<file path="src/design/l1_pkg.sv">
package l1_pkg;

    // byte address with bits 1:0 always zero
    localparam int addr_w = 32;
    localparam int data_w = 32;

    // instruction cache operations
    typedef enum logic {
        IOP_FETCH     = 1'b0,
        IOP_INDEX_INV = 1'b1
    } iop_t;

    // data cache operations
    typedef enum logic {
        DOP_LOAD  = 1'b0,
        DOP_STORE = 1'b1
    } dop_t;

    // 16 lines per cache
    localparam int DEF_INDEX_W = 4;

    // credits held by the arbiter after reset
    localparam int DEF_MEM_CREDITS = 2;

endpackage

</file>
<file path="src/design/mem_client_if.sv">
interface mem_client_if;

    logic                      req;
    logic                      write;
    logic [l1_pkg::addr_w-1:0] addr;
    logic [l1_pkg::data_w-1:0] wdata;
    logic                      grant;
    logic                      rvalid;
    logic [l1_pkg::data_w-1:0] rdata;

    modport cache (
        output req, write, addr, wdata,
        input  grant, rvalid, rdata
    );

    modport arb (
        input  req, write, addr, wdata,
        output grant, rvalid, rdata
    );

endinterface

</file>
<file path="src/design/icache_ctrl.sv">
module icache_ctrl #(
    parameter int INDEX_W = l1_pkg::DEF_INDEX_W
) (
    input  logic                      clk,
    input  logic                      rstn,
    input  logic                      in_valid,
    input  l1_pkg::iop_t              op,
    input  logic [l1_pkg::addr_w-1:0] addr,
    input  logic                      cached,
    output logic                      ready,
    output logic                      resp_valid,
    output logic [l1_pkg::data_w-1:0] rdata,
    mem_client_if.cache               mem
);

    localparam int TAG_W = l1_pkg::addr_w - INDEX_W - 2;
    localparam int LINES = 2 ** INDEX_W;

    typedef enum logic [2:0] {IDLE, LOOKUP, MISS_REQ, MISS_WAIT, INV} state_t;

    state_t state;

    logic [TAG_W-1:0]          tag_arr [LINES];
    logic [l1_pkg::data_w-1:0] data_arr [LINES];
    logic [LINES-1:0]          valid;

    logic [l1_pkg::addr_w-1:0] addr_q;
    logic                      cached_q;
    logic [INDEX_W-1:0]        idx;
    logic [TAG_W-1:0]          tag;
    logic                      hit;

    assign idx = addr_q[INDEX_W+1:2];
    assign tag = addr_q[l1_pkg::addr_w-1:INDEX_W+2];
    assign hit = valid[idx] && (tag_arr[idx] == tag);

    assign ready     = (state == IDLE);
    assign mem.req   = (state == MISS_REQ);
    assign mem.write = 1'b0;
    assign mem.addr  = addr_q;
    assign mem.wdata = '0;

    always_ff @(posedge clk) begin
        if (!rstn) begin
            state      <= IDLE;
            resp_valid <= 1'b0;
            valid      <= '0;
        end else begin
            resp_valid <= 1'b0;
            case (state)
                IDLE: begin
                    if (in_valid) begin
                        if (op == l1_pkg::IOP_INDEX_INV) begin
                            // response goes out while the bit is cleared
                            state      <= INV;
                            resp_valid <= 1'b1;
                        end else if (cached) begin
                            state <= LOOKUP;
                        end else begin
                            state <= MISS_REQ;
                        end
                    end
                end
                LOOKUP: begin
                    if (hit) begin
                        state      <= IDLE;
                        resp_valid <= 1'b1;
                    end else begin
                        state <= MISS_REQ;
                    end
                end
                MISS_REQ: begin
                    if (mem.grant) begin
                        state <= MISS_WAIT;
                    end
                end
                MISS_WAIT: begin
                    if (mem.rvalid) begin
                        state      <= IDLE;
                        resp_valid <= 1'b1;
                        if (cached_q) begin
                            valid[idx] <= 1'b1;
                        end
                    end
                end
                INV: begin
                    valid[idx] <= 1'b0;
                    state      <= IDLE;
                end
                default: state <= IDLE;
            endcase
        end
    end

    // request capture, arrays and read data
    always_ff @(posedge clk) begin
        if (state == IDLE && in_valid) begin
            addr_q   <= addr;
            cached_q <= cached;
        end
        if (state == LOOKUP && hit) begin
            rdata <= data_arr[idx];
        end
        if (state == MISS_WAIT && mem.rvalid) begin
            rdata <= mem.rdata;
            if (cached_q) begin
                tag_arr[idx]  <= tag;
                data_arr[idx] <= mem.rdata;
            end
        end
    end

endmodule

</file>
<file path="src/design/dcache_ctrl.sv">
module dcache_ctrl #(
    parameter int INDEX_W = l1_pkg::DEF_INDEX_W
) (
    input  logic                      clk,
    input  logic                      rstn,
    input  logic                      in_valid,
    input  l1_pkg::dop_t              op,
    input  logic [l1_pkg::addr_w-1:0] addr,
    input  logic [l1_pkg::data_w-1:0] wdata,
    input  logic                      cached,
    output logic                      ready,
    output logic                      resp_valid,
    output logic [l1_pkg::data_w-1:0] rdata,
    mem_client_if.cache               mem
);

    localparam int TAG_W = l1_pkg::addr_w - INDEX_W - 2;
    localparam int LINES = 2 ** INDEX_W;

    typedef enum logic [2:0] {IDLE, LOOKUP, RD_REQ, RD_WAIT, WR_REQ} state_t;

    state_t state;

    logic [TAG_W-1:0]          tag_arr [LINES];
    logic [l1_pkg::data_w-1:0] data_arr [LINES];
    logic [LINES-1:0]          valid;

    logic [l1_pkg::addr_w-1:0] addr_q;
    logic [l1_pkg::data_w-1:0] wdata_q;
    logic                      cached_q;
    logic [INDEX_W-1:0]        idx;
    logic [TAG_W-1:0]          tag;
    logic                      hit;

    assign idx = addr_q[INDEX_W+1:2];
    assign tag = addr_q[l1_pkg::addr_w-1:INDEX_W+2];
    assign hit = valid[idx] && (tag_arr[idx] == tag);

    assign ready     = (state == IDLE);
    assign mem.req   = (state == RD_REQ) || (state == WR_REQ);
    assign mem.write = (state == WR_REQ);
    assign mem.addr  = addr_q;
    assign mem.wdata = wdata_q;

    always_ff @(posedge clk) begin
        if (!rstn) begin
            state      <= IDLE;
            resp_valid <= 1'b0;
            valid      <= '0;
        end else begin
            resp_valid <= 1'b0;
            case (state)
                IDLE: begin
                    if (in_valid) begin
                        // every store goes straight to memory
                        if (op == l1_pkg::DOP_STORE) begin
                            state <= WR_REQ;
                        end else if (cached) begin
                            state <= LOOKUP;
                        end else begin
                            state <= RD_REQ;
                        end
                    end
                end
                LOOKUP: begin
                    if (hit) begin
                        state      <= IDLE;
                        resp_valid <= 1'b1;
                    end else begin
                        state <= RD_REQ;
                    end
                end
                RD_REQ: begin
                    if (mem.grant) begin
                        state <= RD_WAIT;
                    end
                end
                RD_WAIT: begin
                    if (mem.rvalid) begin
                        state      <= IDLE;
                        resp_valid <= 1'b1;
                        if (cached_q) begin
                            valid[idx] <= 1'b1;
                        end
                    end
                end
                WR_REQ: begin
                    // write is done once granted
                    if (mem.grant) begin
                        state      <= IDLE;
                        resp_valid <= 1'b1;
                    end
                end
                default: state <= IDLE;
            endcase
        end
    end

    always_ff @(posedge clk) begin
        if (state == IDLE && in_valid) begin
            addr_q   <= addr;
            wdata_q  <= wdata;
            cached_q <= cached;
        end
        if (state == LOOKUP && hit) begin
            rdata <= data_arr[idx];
        end
        if (state == RD_WAIT && mem.rvalid) begin
            rdata <= mem.rdata;
            if (cached_q) begin
                tag_arr[idx]  <= tag;
                data_arr[idx] <= mem.rdata;
            end
        end
        // no allocate on a store miss
        if (state == WR_REQ && mem.grant && cached_q && hit) begin
            data_arr[idx] <= wdata_q;
        end
    end

endmodule

</file>
<file path="src/design/mem_arbiter.sv">
module mem_arbiter #(
    parameter int MEM_CREDITS = l1_pkg::DEF_MEM_CREDITS
) (
    input  logic                      clk,
    input  logic                      rstn,
    mem_client_if.arb                 icache,
    mem_client_if.arb                 dcache,
    output logic                      mem_req,
    output logic                      mem_write,
    output logic [l1_pkg::addr_w-1:0] mem_addr,
    output logic [l1_pkg::data_w-1:0] mem_wdata,
    input  logic                      mem_credit,
    input  logic                      mem_rvalid,
    input  logic [l1_pkg::data_w-1:0] mem_rdata
);

    localparam int CNT_W = $clog2(MEM_CREDITS + 1);
    localparam int PTR_W = (MEM_CREDITS > 1) ? $clog2(MEM_CREDITS) : 1;

    logic [CNT_W-1:0] credits;
    logic [CNT_W-1:0] avail;
    logic [CNT_W-1:0] q_count;
    logic [PTR_W-1:0] wr_ptr;
    logic [PTR_W-1:0] rd_ptr;
    logic             q_owner [MEM_CREDITS];
    logic             can_issue;
    logic             sel_d;
    logic             any_grant;
    logic             enq;

    // the issue in flight on mem_req still holds its credit
    assign avail     = credits - CNT_W'(mem_req);
    assign can_issue = (avail != '0) && (q_count != CNT_W'(MEM_CREDITS));

    // data cache wins ties
    assign sel_d         = dcache.req;
    assign dcache.grant  = dcache.req && can_issue;
    assign icache.grant  = icache.req && !dcache.req && can_issue;
    assign any_grant     = icache.grant || dcache.grant;
    assign enq           = any_grant && !(sel_d ? dcache.write : icache.write);

    // returns follow request order
    assign dcache.rvalid = mem_rvalid && q_owner[rd_ptr];
    assign icache.rvalid = mem_rvalid && !q_owner[rd_ptr];
    assign dcache.rdata  = mem_rdata;
    assign icache.rdata  = mem_rdata;

    always_ff @(posedge clk) begin
        if (!rstn) begin
            mem_req <= 1'b0;
            credits <= CNT_W'(MEM_CREDITS);
            q_count <= '0;
            wr_ptr  <= '0;
            rd_ptr  <= '0;
        end else begin
            mem_req <= any_grant;
            credits <= credits - CNT_W'(mem_req) + CNT_W'(mem_credit);
            q_count <= q_count + CNT_W'(enq) - CNT_W'(mem_rvalid);
            if (enq) begin
                wr_ptr <= (wr_ptr == PTR_W'(MEM_CREDITS - 1)) ? '0 : wr_ptr + 1'b1;
            end
            if (mem_rvalid) begin
                rd_ptr <= (rd_ptr == PTR_W'(MEM_CREDITS - 1)) ? '0 : rd_ptr + 1'b1;
            end
        end
    end

    always_ff @(posedge clk) begin
        if (any_grant) begin
            mem_write <= sel_d ? dcache.write : icache.write;
            mem_addr  <= sel_d ? dcache.addr : icache.addr;
            mem_wdata <= sel_d ? dcache.wdata : icache.wdata;
        end
        if (enq) begin
            q_owner[wr_ptr] <= sel_d;
        end
    end

endmodule

</file>
<file path="src/design/l1_cache_top.sv">
module l1_cache_top #(
    parameter int INDEX_W     = l1_pkg::DEF_INDEX_W,
    parameter int MEM_CREDITS = l1_pkg::DEF_MEM_CREDITS
) (
    input  logic                      clk,
    input  logic                      rstn,

    input  logic                      i_in_valid,
    input  l1_pkg::iop_t              i_op,
    input  logic [l1_pkg::addr_w-1:0] i_addr,
    input  logic                      i_cached,
    output logic                      i_ready,
    output logic                      i_resp_valid,
    output logic [l1_pkg::data_w-1:0] i_rdata,

    input  logic                      d_in_valid,
    input  l1_pkg::dop_t              d_op,
    input  logic [l1_pkg::addr_w-1:0] d_addr,
    input  logic [l1_pkg::data_w-1:0] d_wdata,
    input  logic                      d_cached,
    output logic                      d_ready,
    output logic                      d_resp_valid,
    output logic [l1_pkg::data_w-1:0] d_rdata,

    output logic                      mem_req,
    output logic                      mem_write,
    output logic [l1_pkg::addr_w-1:0] mem_addr,
    output logic [l1_pkg::data_w-1:0] mem_wdata,
    input  logic                      mem_credit,
    input  logic                      mem_rvalid,
    input  logic [l1_pkg::data_w-1:0] mem_rdata
);

    mem_client_if icache_mem ();
    mem_client_if dcache_mem ();

    icache_ctrl #(
        .INDEX_W(INDEX_W)
    ) icache0 (
        .clk       (clk),
        .rstn      (rstn),
        .in_valid  (i_in_valid),
        .op        (i_op),
        .addr      (i_addr),
        .cached    (i_cached),
        .ready     (i_ready),
        .resp_valid(i_resp_valid),
        .rdata     (i_rdata),
        .mem       (icache_mem.cache)
    );

    dcache_ctrl #(
        .INDEX_W(INDEX_W)
    ) dcache0 (
        .clk       (clk),
        .rstn      (rstn),
        .in_valid  (d_in_valid),
        .op        (d_op),
        .addr      (d_addr),
        .wdata     (d_wdata),
        .cached    (d_cached),
        .ready     (d_ready),
        .resp_valid(d_resp_valid),
        .rdata     (d_rdata),
        .mem       (dcache_mem.cache)
    );

    mem_arbiter #(
        .MEM_CREDITS(MEM_CREDITS)
    ) arb0 (
        .clk       (clk),
        .rstn      (rstn),
        .icache    (icache_mem.arb),
        .dcache    (dcache_mem.arb),
        .mem_req   (mem_req),
        .mem_write (mem_write),
        .mem_addr  (mem_addr),
        .mem_wdata (mem_wdata),
        .mem_credit(mem_credit),
        .mem_rvalid(mem_rvalid),
        .mem_rdata (mem_rdata)
    );

endmodule

</file>
<file path="config.mk">
export PLATFORM = sky130hd
export DESIGN_NAME = l1_cache_top
export DESIGN_NICKNAME = d
export VERILOG_FILES = /design/src/design/l1_pkg.sv /design/src/design/mem_client_if.sv /design/src/design/icache_ctrl.sv /design/src/design/dcache_ctrl.sv /design/src/design/mem_arbiter.sv /design/src/design/l1_cache_top.sv
export SDC_FILE = /design/constraint.sdc
export NUM_CORES = 2
export LEC_CHECK = 0
export BUFFER_PORTS_ARGS = -buffer_cell sky130_fd_sc_hd__buf_4
export CAP_MARGIN = 15
export CORE_MARGIN = 2
export CORE_UTILIZATION = 46
export CTS_CLUSTER_SIZE = 40
export DETAILED_ROUTE_END_ITERATION = 8
export GPL_TIMING_DRIVEN = 0
export PLACE_DENSITY_LB_ADDON = 0.25
export SLEW_MARGIN = 10
export SYNTH_ARGS = -nofsm -noshare
export SYNTH_HDL_FRONTEND = slang
export SYNTH_HIERARCHICAL = 1
export SYNTH_SLANG_ARGS = --single-unit
</file>
<file path="constraint.sdc">
create_clock -name clk -period 10.4 [get_ports clk]
set_input_delay 0.52 -clock clk [delete_from_list [all_inputs] [get_ports clk]]
set_output_delay 0.52 -clock clk [all_outputs]
set_load 0.02 [all_outputs]
</file>
* Word-level counts from Yosys, hierarchy flattened
Memory sizes are Yosys's and may differ from the RTL's. A register that Yosys moved wholly into a read port is not among the register bits.
Index checks and enable logic that the tools add are counted.
** Storage, ports and cells
- Register bits after elaboration :: 274
- Memory bits (writable) :: 1858
- Bits of input ports :: 138
- Word-level logic and storage cells :: 155
- Memories :: 5
** Memory list
- dcache0.data_arr :: depth 16, bits a word 32, read ports 1, clocked after Yosys merged registers in 1, wr ports 1, RTL line dcache_ctrl.sv:25 : logic [l1_pkg::data_w-1:0] data_arr [LINES];
- icache0.data_arr :: depth 16, bits a word 32, read ports 1, clocked after Yosys merged registers in 1, wr ports 1, RTL line icache_ctrl.sv:24 : logic [l1_pkg::data_w-1:0] data_arr [LINES];
- dcache0.tag_arr :: depth 16, bits a word 26, read ports 1, clocked after Yosys merged registers in 1, wr ports 1, RTL line dcache_ctrl.sv:24 : logic [TAG_W-1:0] tag_arr [LINES];
- icache0.tag_arr :: depth 16, bits a word 26, read ports 1, clocked after Yosys merged registers in 1, wr ports 1, RTL line icache_ctrl.sv:23 : logic [TAG_W-1:0] tag_arr [LINES];
- arb0.q_owner :: depth 2, bits a word 1, read ports 1, clocked after Yosys merged registers in 1, wr ports 1, RTL line mem_arbiter.sv:25 : logic q_owner [MEM_CREDITS];
** Operators by class
- $add $sub $neg :: 6
- Order comparisons :: 4
- Eq/ne operators :: 19
- Muxes and demuxes :: 60
- Bitwise operators :: 5
- Reductions and logical operators :: 35
** Operator list (count)
- 32-bit 2-to-1 mux :: 6
- 26-bit == test :: 2
- 16-bit 2-to-1 mux :: 2
- 16-bit bitwise OR :: 2
- 16-bit one-hot mux with 2 select lines :: 1
- 3-bit 2-to-1 mux :: 9
- 1-bit 2-to-1 mux :: 26
- 1-bit logical AND :: 20
- 16-bit bitwise AND :: 1
- 4-bit 2-to-1 mux :: 4
- 16-bit inverter :: 1
- 3-bit one-hot mux with 5 select lines :: 1
- 3-bit by 2-bit == test with 1-bit output (second input constant) :: 4
- 3-bit one-hot mux with 4 select lines :: 1
- 4-bit by 5-bit < comparator with 1-bit output (second input constant) :: 2
- 2-bit inequality test (second input constant) :: 5
- 3-bit AND reduction :: 3
- 1-bit binary-select mux with 4-bit select :: 2
- 1-bit demux with 4-bit select :: 2
- 4-bit by 1-bit >= comparator with 1-bit output (second input constant) :: 2
- 2-bit 2-to-1 mux :: 4
- 2-bit by 1-bit inequality test with 1-bit output (second input constant) :: 4
- 2-bit nonzero test :: 4
- 3-bit by 1-bit == test with 1-bit output (second input constant) :: 2
- 10 further kinds :: 19

* Longest topological paths before layout
- Word-level depth :: 10
- Gate-level depth with buffers :: 16
- Gate-level depth less buffers :: 13

* Hierarchy
Netlist, hierarchy kept.
** By module, submodules not included
- dcache_ctrl :: times used 1, cells each 1901, area each 40644.0 um^2, seq. area each 31260.0 um^2
- icache_ctrl :: times used 1, cells each 1769, area each 39221.4 um^2, seq. area each 30299.1 um^2
- mem_arbiter :: times used 1, cells each 250, area each 3713.6 um^2, seq. area each 2172.1 um^2

* Least setup slack after synthesis
OpenSTA, ideal clock, no wires.
- Path type :: flip-flop to flip-flop
- Start :: register dcache0.state[1]
- End :: register arb0/mem_addr[0] (netlist name) (enable)
- Setup time :: 0.587 ns
- Data arrival time :: 5.897 ns
- Data required time :: 9.813 ns
- Slack :: 3.917 ns
- Stages on the path, launching flop included :: 7
- Path buffers :: 2
- Clock period less this slack :: 6.483 ns
- Path through :: dfxtp_1 > clkbuf_1 > xnor2_1 > nor2_1 > buf_6 > nor2_1 > a211oi_1
** Between the ends
- Cells in the longest elaborated chain, start to end :: 6
- Elaborated cells between the ends (all ways) :: 8
- Those cells by class :: eq/ne (2); reduce/logical (6)
** Ends and longest elaborated chain
- start: declaration :: RTL line dcache_ctrl.sv:22 : state_t state;
- start signal: assignment :: RTL line dcache_ctrl.sv:47 : state <= IDLE;
- start signal: assignment :: RTL line dcache_ctrl.sv:57 : state <= WR_REQ;
- start signal: assignment :: RTL line dcache_ctrl.sv:59 : state <= LOOKUP;
- 3-bit by 2-bit == test with 1-bit output or 3-bit == test (tied branches) :: RTL line dcache_ctrl.sv:40 : assign mem.req = (state == RD_REQ) || (state == WR_REQ);
- 1-bit logical OR * :: RTL line dcache_ctrl.sv:40
- named net dcache_mem.req :: RTL line mem_client_if.sv:3 : logic req;
- 1-bit zero test :: RTL line mem_arbiter.sv:38 : assign icache.grant = icache.req && !dcache.req && can_issue;
- 1-bit logical AND (2 in series) :: RTL line mem_arbiter.sv:38
- 1-bit logical OR * :: RTL line mem_arbiter.sv:39 : assign any_grant = icache.grant || dcache.grant;
- named net arb0.any_grant :: RTL line mem_arbiter.sv:28 : logic any_grant;
- end signal: assignment :: RTL line mem_arbiter.sv:71 : mem_addr <= sel_d ? dcache.addr : icache.addr;
- end: declaration :: RTL line mem_arbiter.sv:10 : output logic [l1_pkg::addr_w-1:0] mem_addr,
Mark *: on every way through the listed nets, which the timed path passes. The rest lies on a longest branch.
A chain may end at the register's enable or synchronous reset.

==> flow_metrics.tcl <==
set metrics [dict create \
    status "completed" \
    synth-async-reset-ratio_pct 0 \
    setup_violations 0 \
    dr.pass1.iters 5 \
    gp_congestion 0.846 \
    syn2layout_area_growth_pct 19.2 \
    vias 42800 \
    ys_top_cells_by_area "edfxtp_1 (75%), mux4_2 (13%), mux2_2 (1.6%)" \
    yosysWarnings 6 \
    timing.hold.ws_ns 0.0790 \
    cts_tree "built" \
    final_util_pct 55.2 \
    vdd.ir_drop.worst_mv 0.181 \
    mostFrequentLayoutCell "edfxtp_1" \
    grt_max_degree 40 \
    cpMaxStageDelayCell "a21oi_4" \
    crit_arrival_ns 6.34 \
    wl_um 232000 \
    synth_edf_count 2085 \
    critPathMaxStageDelay_ns 0.72 \
    r2r_end "dcache0/data_arr[13][19]$_DFFE_PP_" \
    routedWlPerCell_um 32.0 \
    pin_count 272 \
    pre_cts_ws_ns 4.49 \
    grt_pass1_wl_um 323000 \
    hold-path-cell-count 3 \
    tightest_slew_ns 1.23 \
    ant_nets 0 \
    layout-drive-gt1-share_pct 31.9 \
    dp_hpwl_um 155000 \
    hp-start "mem_rdata[13]" \
    cts_root_buf "clkbuf_16" \
    syn_inst 3920 \
    netlist_area_mm2 0.0836 \
    crit_chain "buf_2, buf_2, buf_2, mux4_2, xnor2_1, o211a_1, nand4_1, nor4_4, nand4_2, buf_6, buf_6, buf_6, a21oi_4, buf_12" \
    layout_setup_ws_ns 4.59 \
    drt-initial-drc-count 5175 \
    crit_type "flop to flop" \
    most-common-layout-cells "edfxtp_1 (2,085), mux4_2 (499), buf_4 (358)" \
    cts_max_path_buffers 3 \
    fillCellCount 13400 \
    critPathLaunchType "flop" \
    slew_viol_final 0 \
    drc_errors 0 \
    final_nets 4813 \
    num_rows 156 \
    grt_pass1_vias 42800 \
    max_freq_mhz 172 \
    synth_top_area_share_pct 74.9 \
    port_buffers 239 \
    skew_ns 0.0656 \
    ys_ff_latch 2141 \
    clk_pin_slew_ns 0.07 \
    grt-ovfl-total 0 \
    ff2ff_setup_slack_ns 4.59 \
    cellPowerDensity_mw_per_mm2 221 \
    min_to "dcache0/rdata[13]$_DFFE_PP_" \
    timing.final.crit_share_pct 55.8 \
    die_area_mm2 0.185 \
    hp-class "primary input to flop" \
    ys.flop_type "edfxtp_1" \
    period_needed_ns 5.81 \
    power.total_mw 22.0 \
    endpoint_kind "flop" \
    cts_sinks 2141 \
    syn_area_per_cell_um2 21.3 \
    crit_required_ns 10.93 \
    fin_tns_setup_ns 0 \
    clk_latency_ns 0.87 \
    post-synth-top-area-cell "edfxtp_1" \
    synth_cell_type_count 60 \
    htree_levels 4 \
    maxCapViolations 0 \
    routed_via_density 5.91 \
    track_usage_pct 25.0 \
    cts_buffers 211 \
    hold_viol 0 \
    antenna_found_initial 25 \
    cp_max_fo 17 \
    rr_worst_depth 14 \
    initial_core_util_pct 46.3 \
    maxSlewHeadroom_pct 17.7 \
    seq_area_frac_synth_pct 76.3 \
    rsz0062_at_grt "no" \
    core_mm2 0.181 \
    total_leakage_power_nw 32.7 \
    fp.dieH_um 430 \
    die_width_um 430 \
]
## routing by layer
layer,global-route usage (%),wire [um],vias up
met4,10.2,10300,4
li1,-,-,17500
met5,0,23,-
met1,33.0,87400,22800
met2,41.7,115000,2084
met3,4.05,19100,431
## cells by family (layout without fill, tap and decap cells)
family                     Yosys count  in the layout  share of synthesized area, %
AOI/OAI and AO/OA                  147            147                          1.37
buffers and inverters              306           1209                          2.07
and+or+nand+nor                    475            475                          2.55
DFF                               2141           2141                          76.3
muxes                              761            761                          16.8
other                                1             55                       0.00449
xor gates and xnor gates            85             85                         0.891
adders and majority gates            4              4                        0.0599
## critical path, delay by kind of cell, from the launching register on
kind,cells,cell delay (ns)
buffers and inverters,7,2.28
AND/OR/NAND/NOR,3,1.00
AO/OA/AOI/OAI,2,0.99
flip-flops,1,0.43
multiplexers,1,0.38
XOR/XNOR,1,0.32
## state kept, by name (all words and copies together) (netlist names), 3 cells and up, named ones only
name               count
arb0/mem_addr         32
arb0/mem_wdata        32
dcache0/data_arr     512
dcache0/mem.addr      32
dcache0/mem.wdata     32
dcache0/rdata         32
dcache0/state          3
dcache0/tag_arr      416
dcache0/valid         16
icache0/data_arr     512
icache0/mem.addr      32
icache0/rdata         32
icache0/state          3
icache0/tag_arr      416
## final cells by class
| cell class | instances | area [um^2] | share of cell area, % |
|---|---|---|---|
| clock inverter | 125 | 1110 | 1.12 |
| multi-input combinational | 1505 | 18700 | 18.7 |
| clock buffer | 272 | 5590 | 5.61 |
| inverter | 19 | 71.3 | 0.0716 |
| antenna | 22 | 55.1 | 0.0553 |
| sequential | 2141 | 63700 | 64.0 |
| timing repair buffer | 506 | 5770 | 5.80 |
| tap | 2370 | 2970 | 2.98 |
| buffer | 287 | 1670 | 1.67 |
## stage by stage
stage                     instance area (um^2)  std cells
after floorplan                          83700       3952
after global placement                   88500       6561
after detailed placement                 91400       6687
after CTS                                99500       7218
after global routing                     99600       7232
final                                    99600       7247
## how the worst max path moves through the flow
stage | endpoint | start | slack, ns | depth (start not counted)
3_5_place_dp | dcache0/data_arr[12][17]$_DFFE_PP_ | flop | 4.49 | 13
4_1_cts | dcache0/data_arr[13][24]$_DFFE_PP_ | flop | 4.45 | 13
5_1_grt | dcache0/data_arr[12][3]$_DFFE_PP_ | flop | 4.53 | 14
2_1_floorplan | arb0/mem_addr[0]$_DFFE_PP_ | dcache0/state[1]$_SDFFE_PN0P_ | 3.92 | 6
3_3_place_gp | arb0/mem_wdata[21]$_DFFE_PP_ | dcache0/state[1]$_SDFFE_PN0P_ | -1.31 | 6
6_report | dcache0/data_arr[13][19]$_DFFE_PP_ | flop | 4.59 | 14
## cells in the mapped netlist, drive strengths merged (14+ instances only)
cell    count
edfxtp   2085
o21ai      18
nand2     251
xor2       45
o22ai      15
xnor2      40
mux4      499
o221a      16
a221oi     17
nor3       14
mux2i     135
nand2b     16
clkbuf     70
nor2b      26
nor2       86
buf       217
a21oi      27
nand3      25
mux2      127
dfxtp      56
inv        16
and2       19
## timing repair
action	4_1_cts	5_1_grt
hold buffers	134	0
gates resized for setup	0	0
hold endpoints to repair	645	0
buffers inserted	0	0
## power by group
| part | internal, mW | switching (mW) |
|---|---|---|
| logic | 1.83 | 2.44 |
| clock network | 4.11 | 3.28 |
| registers | 9.94 | 0.366 |
| total | 15.9 | 6.09 |
(Power assumes the default switching activity.)
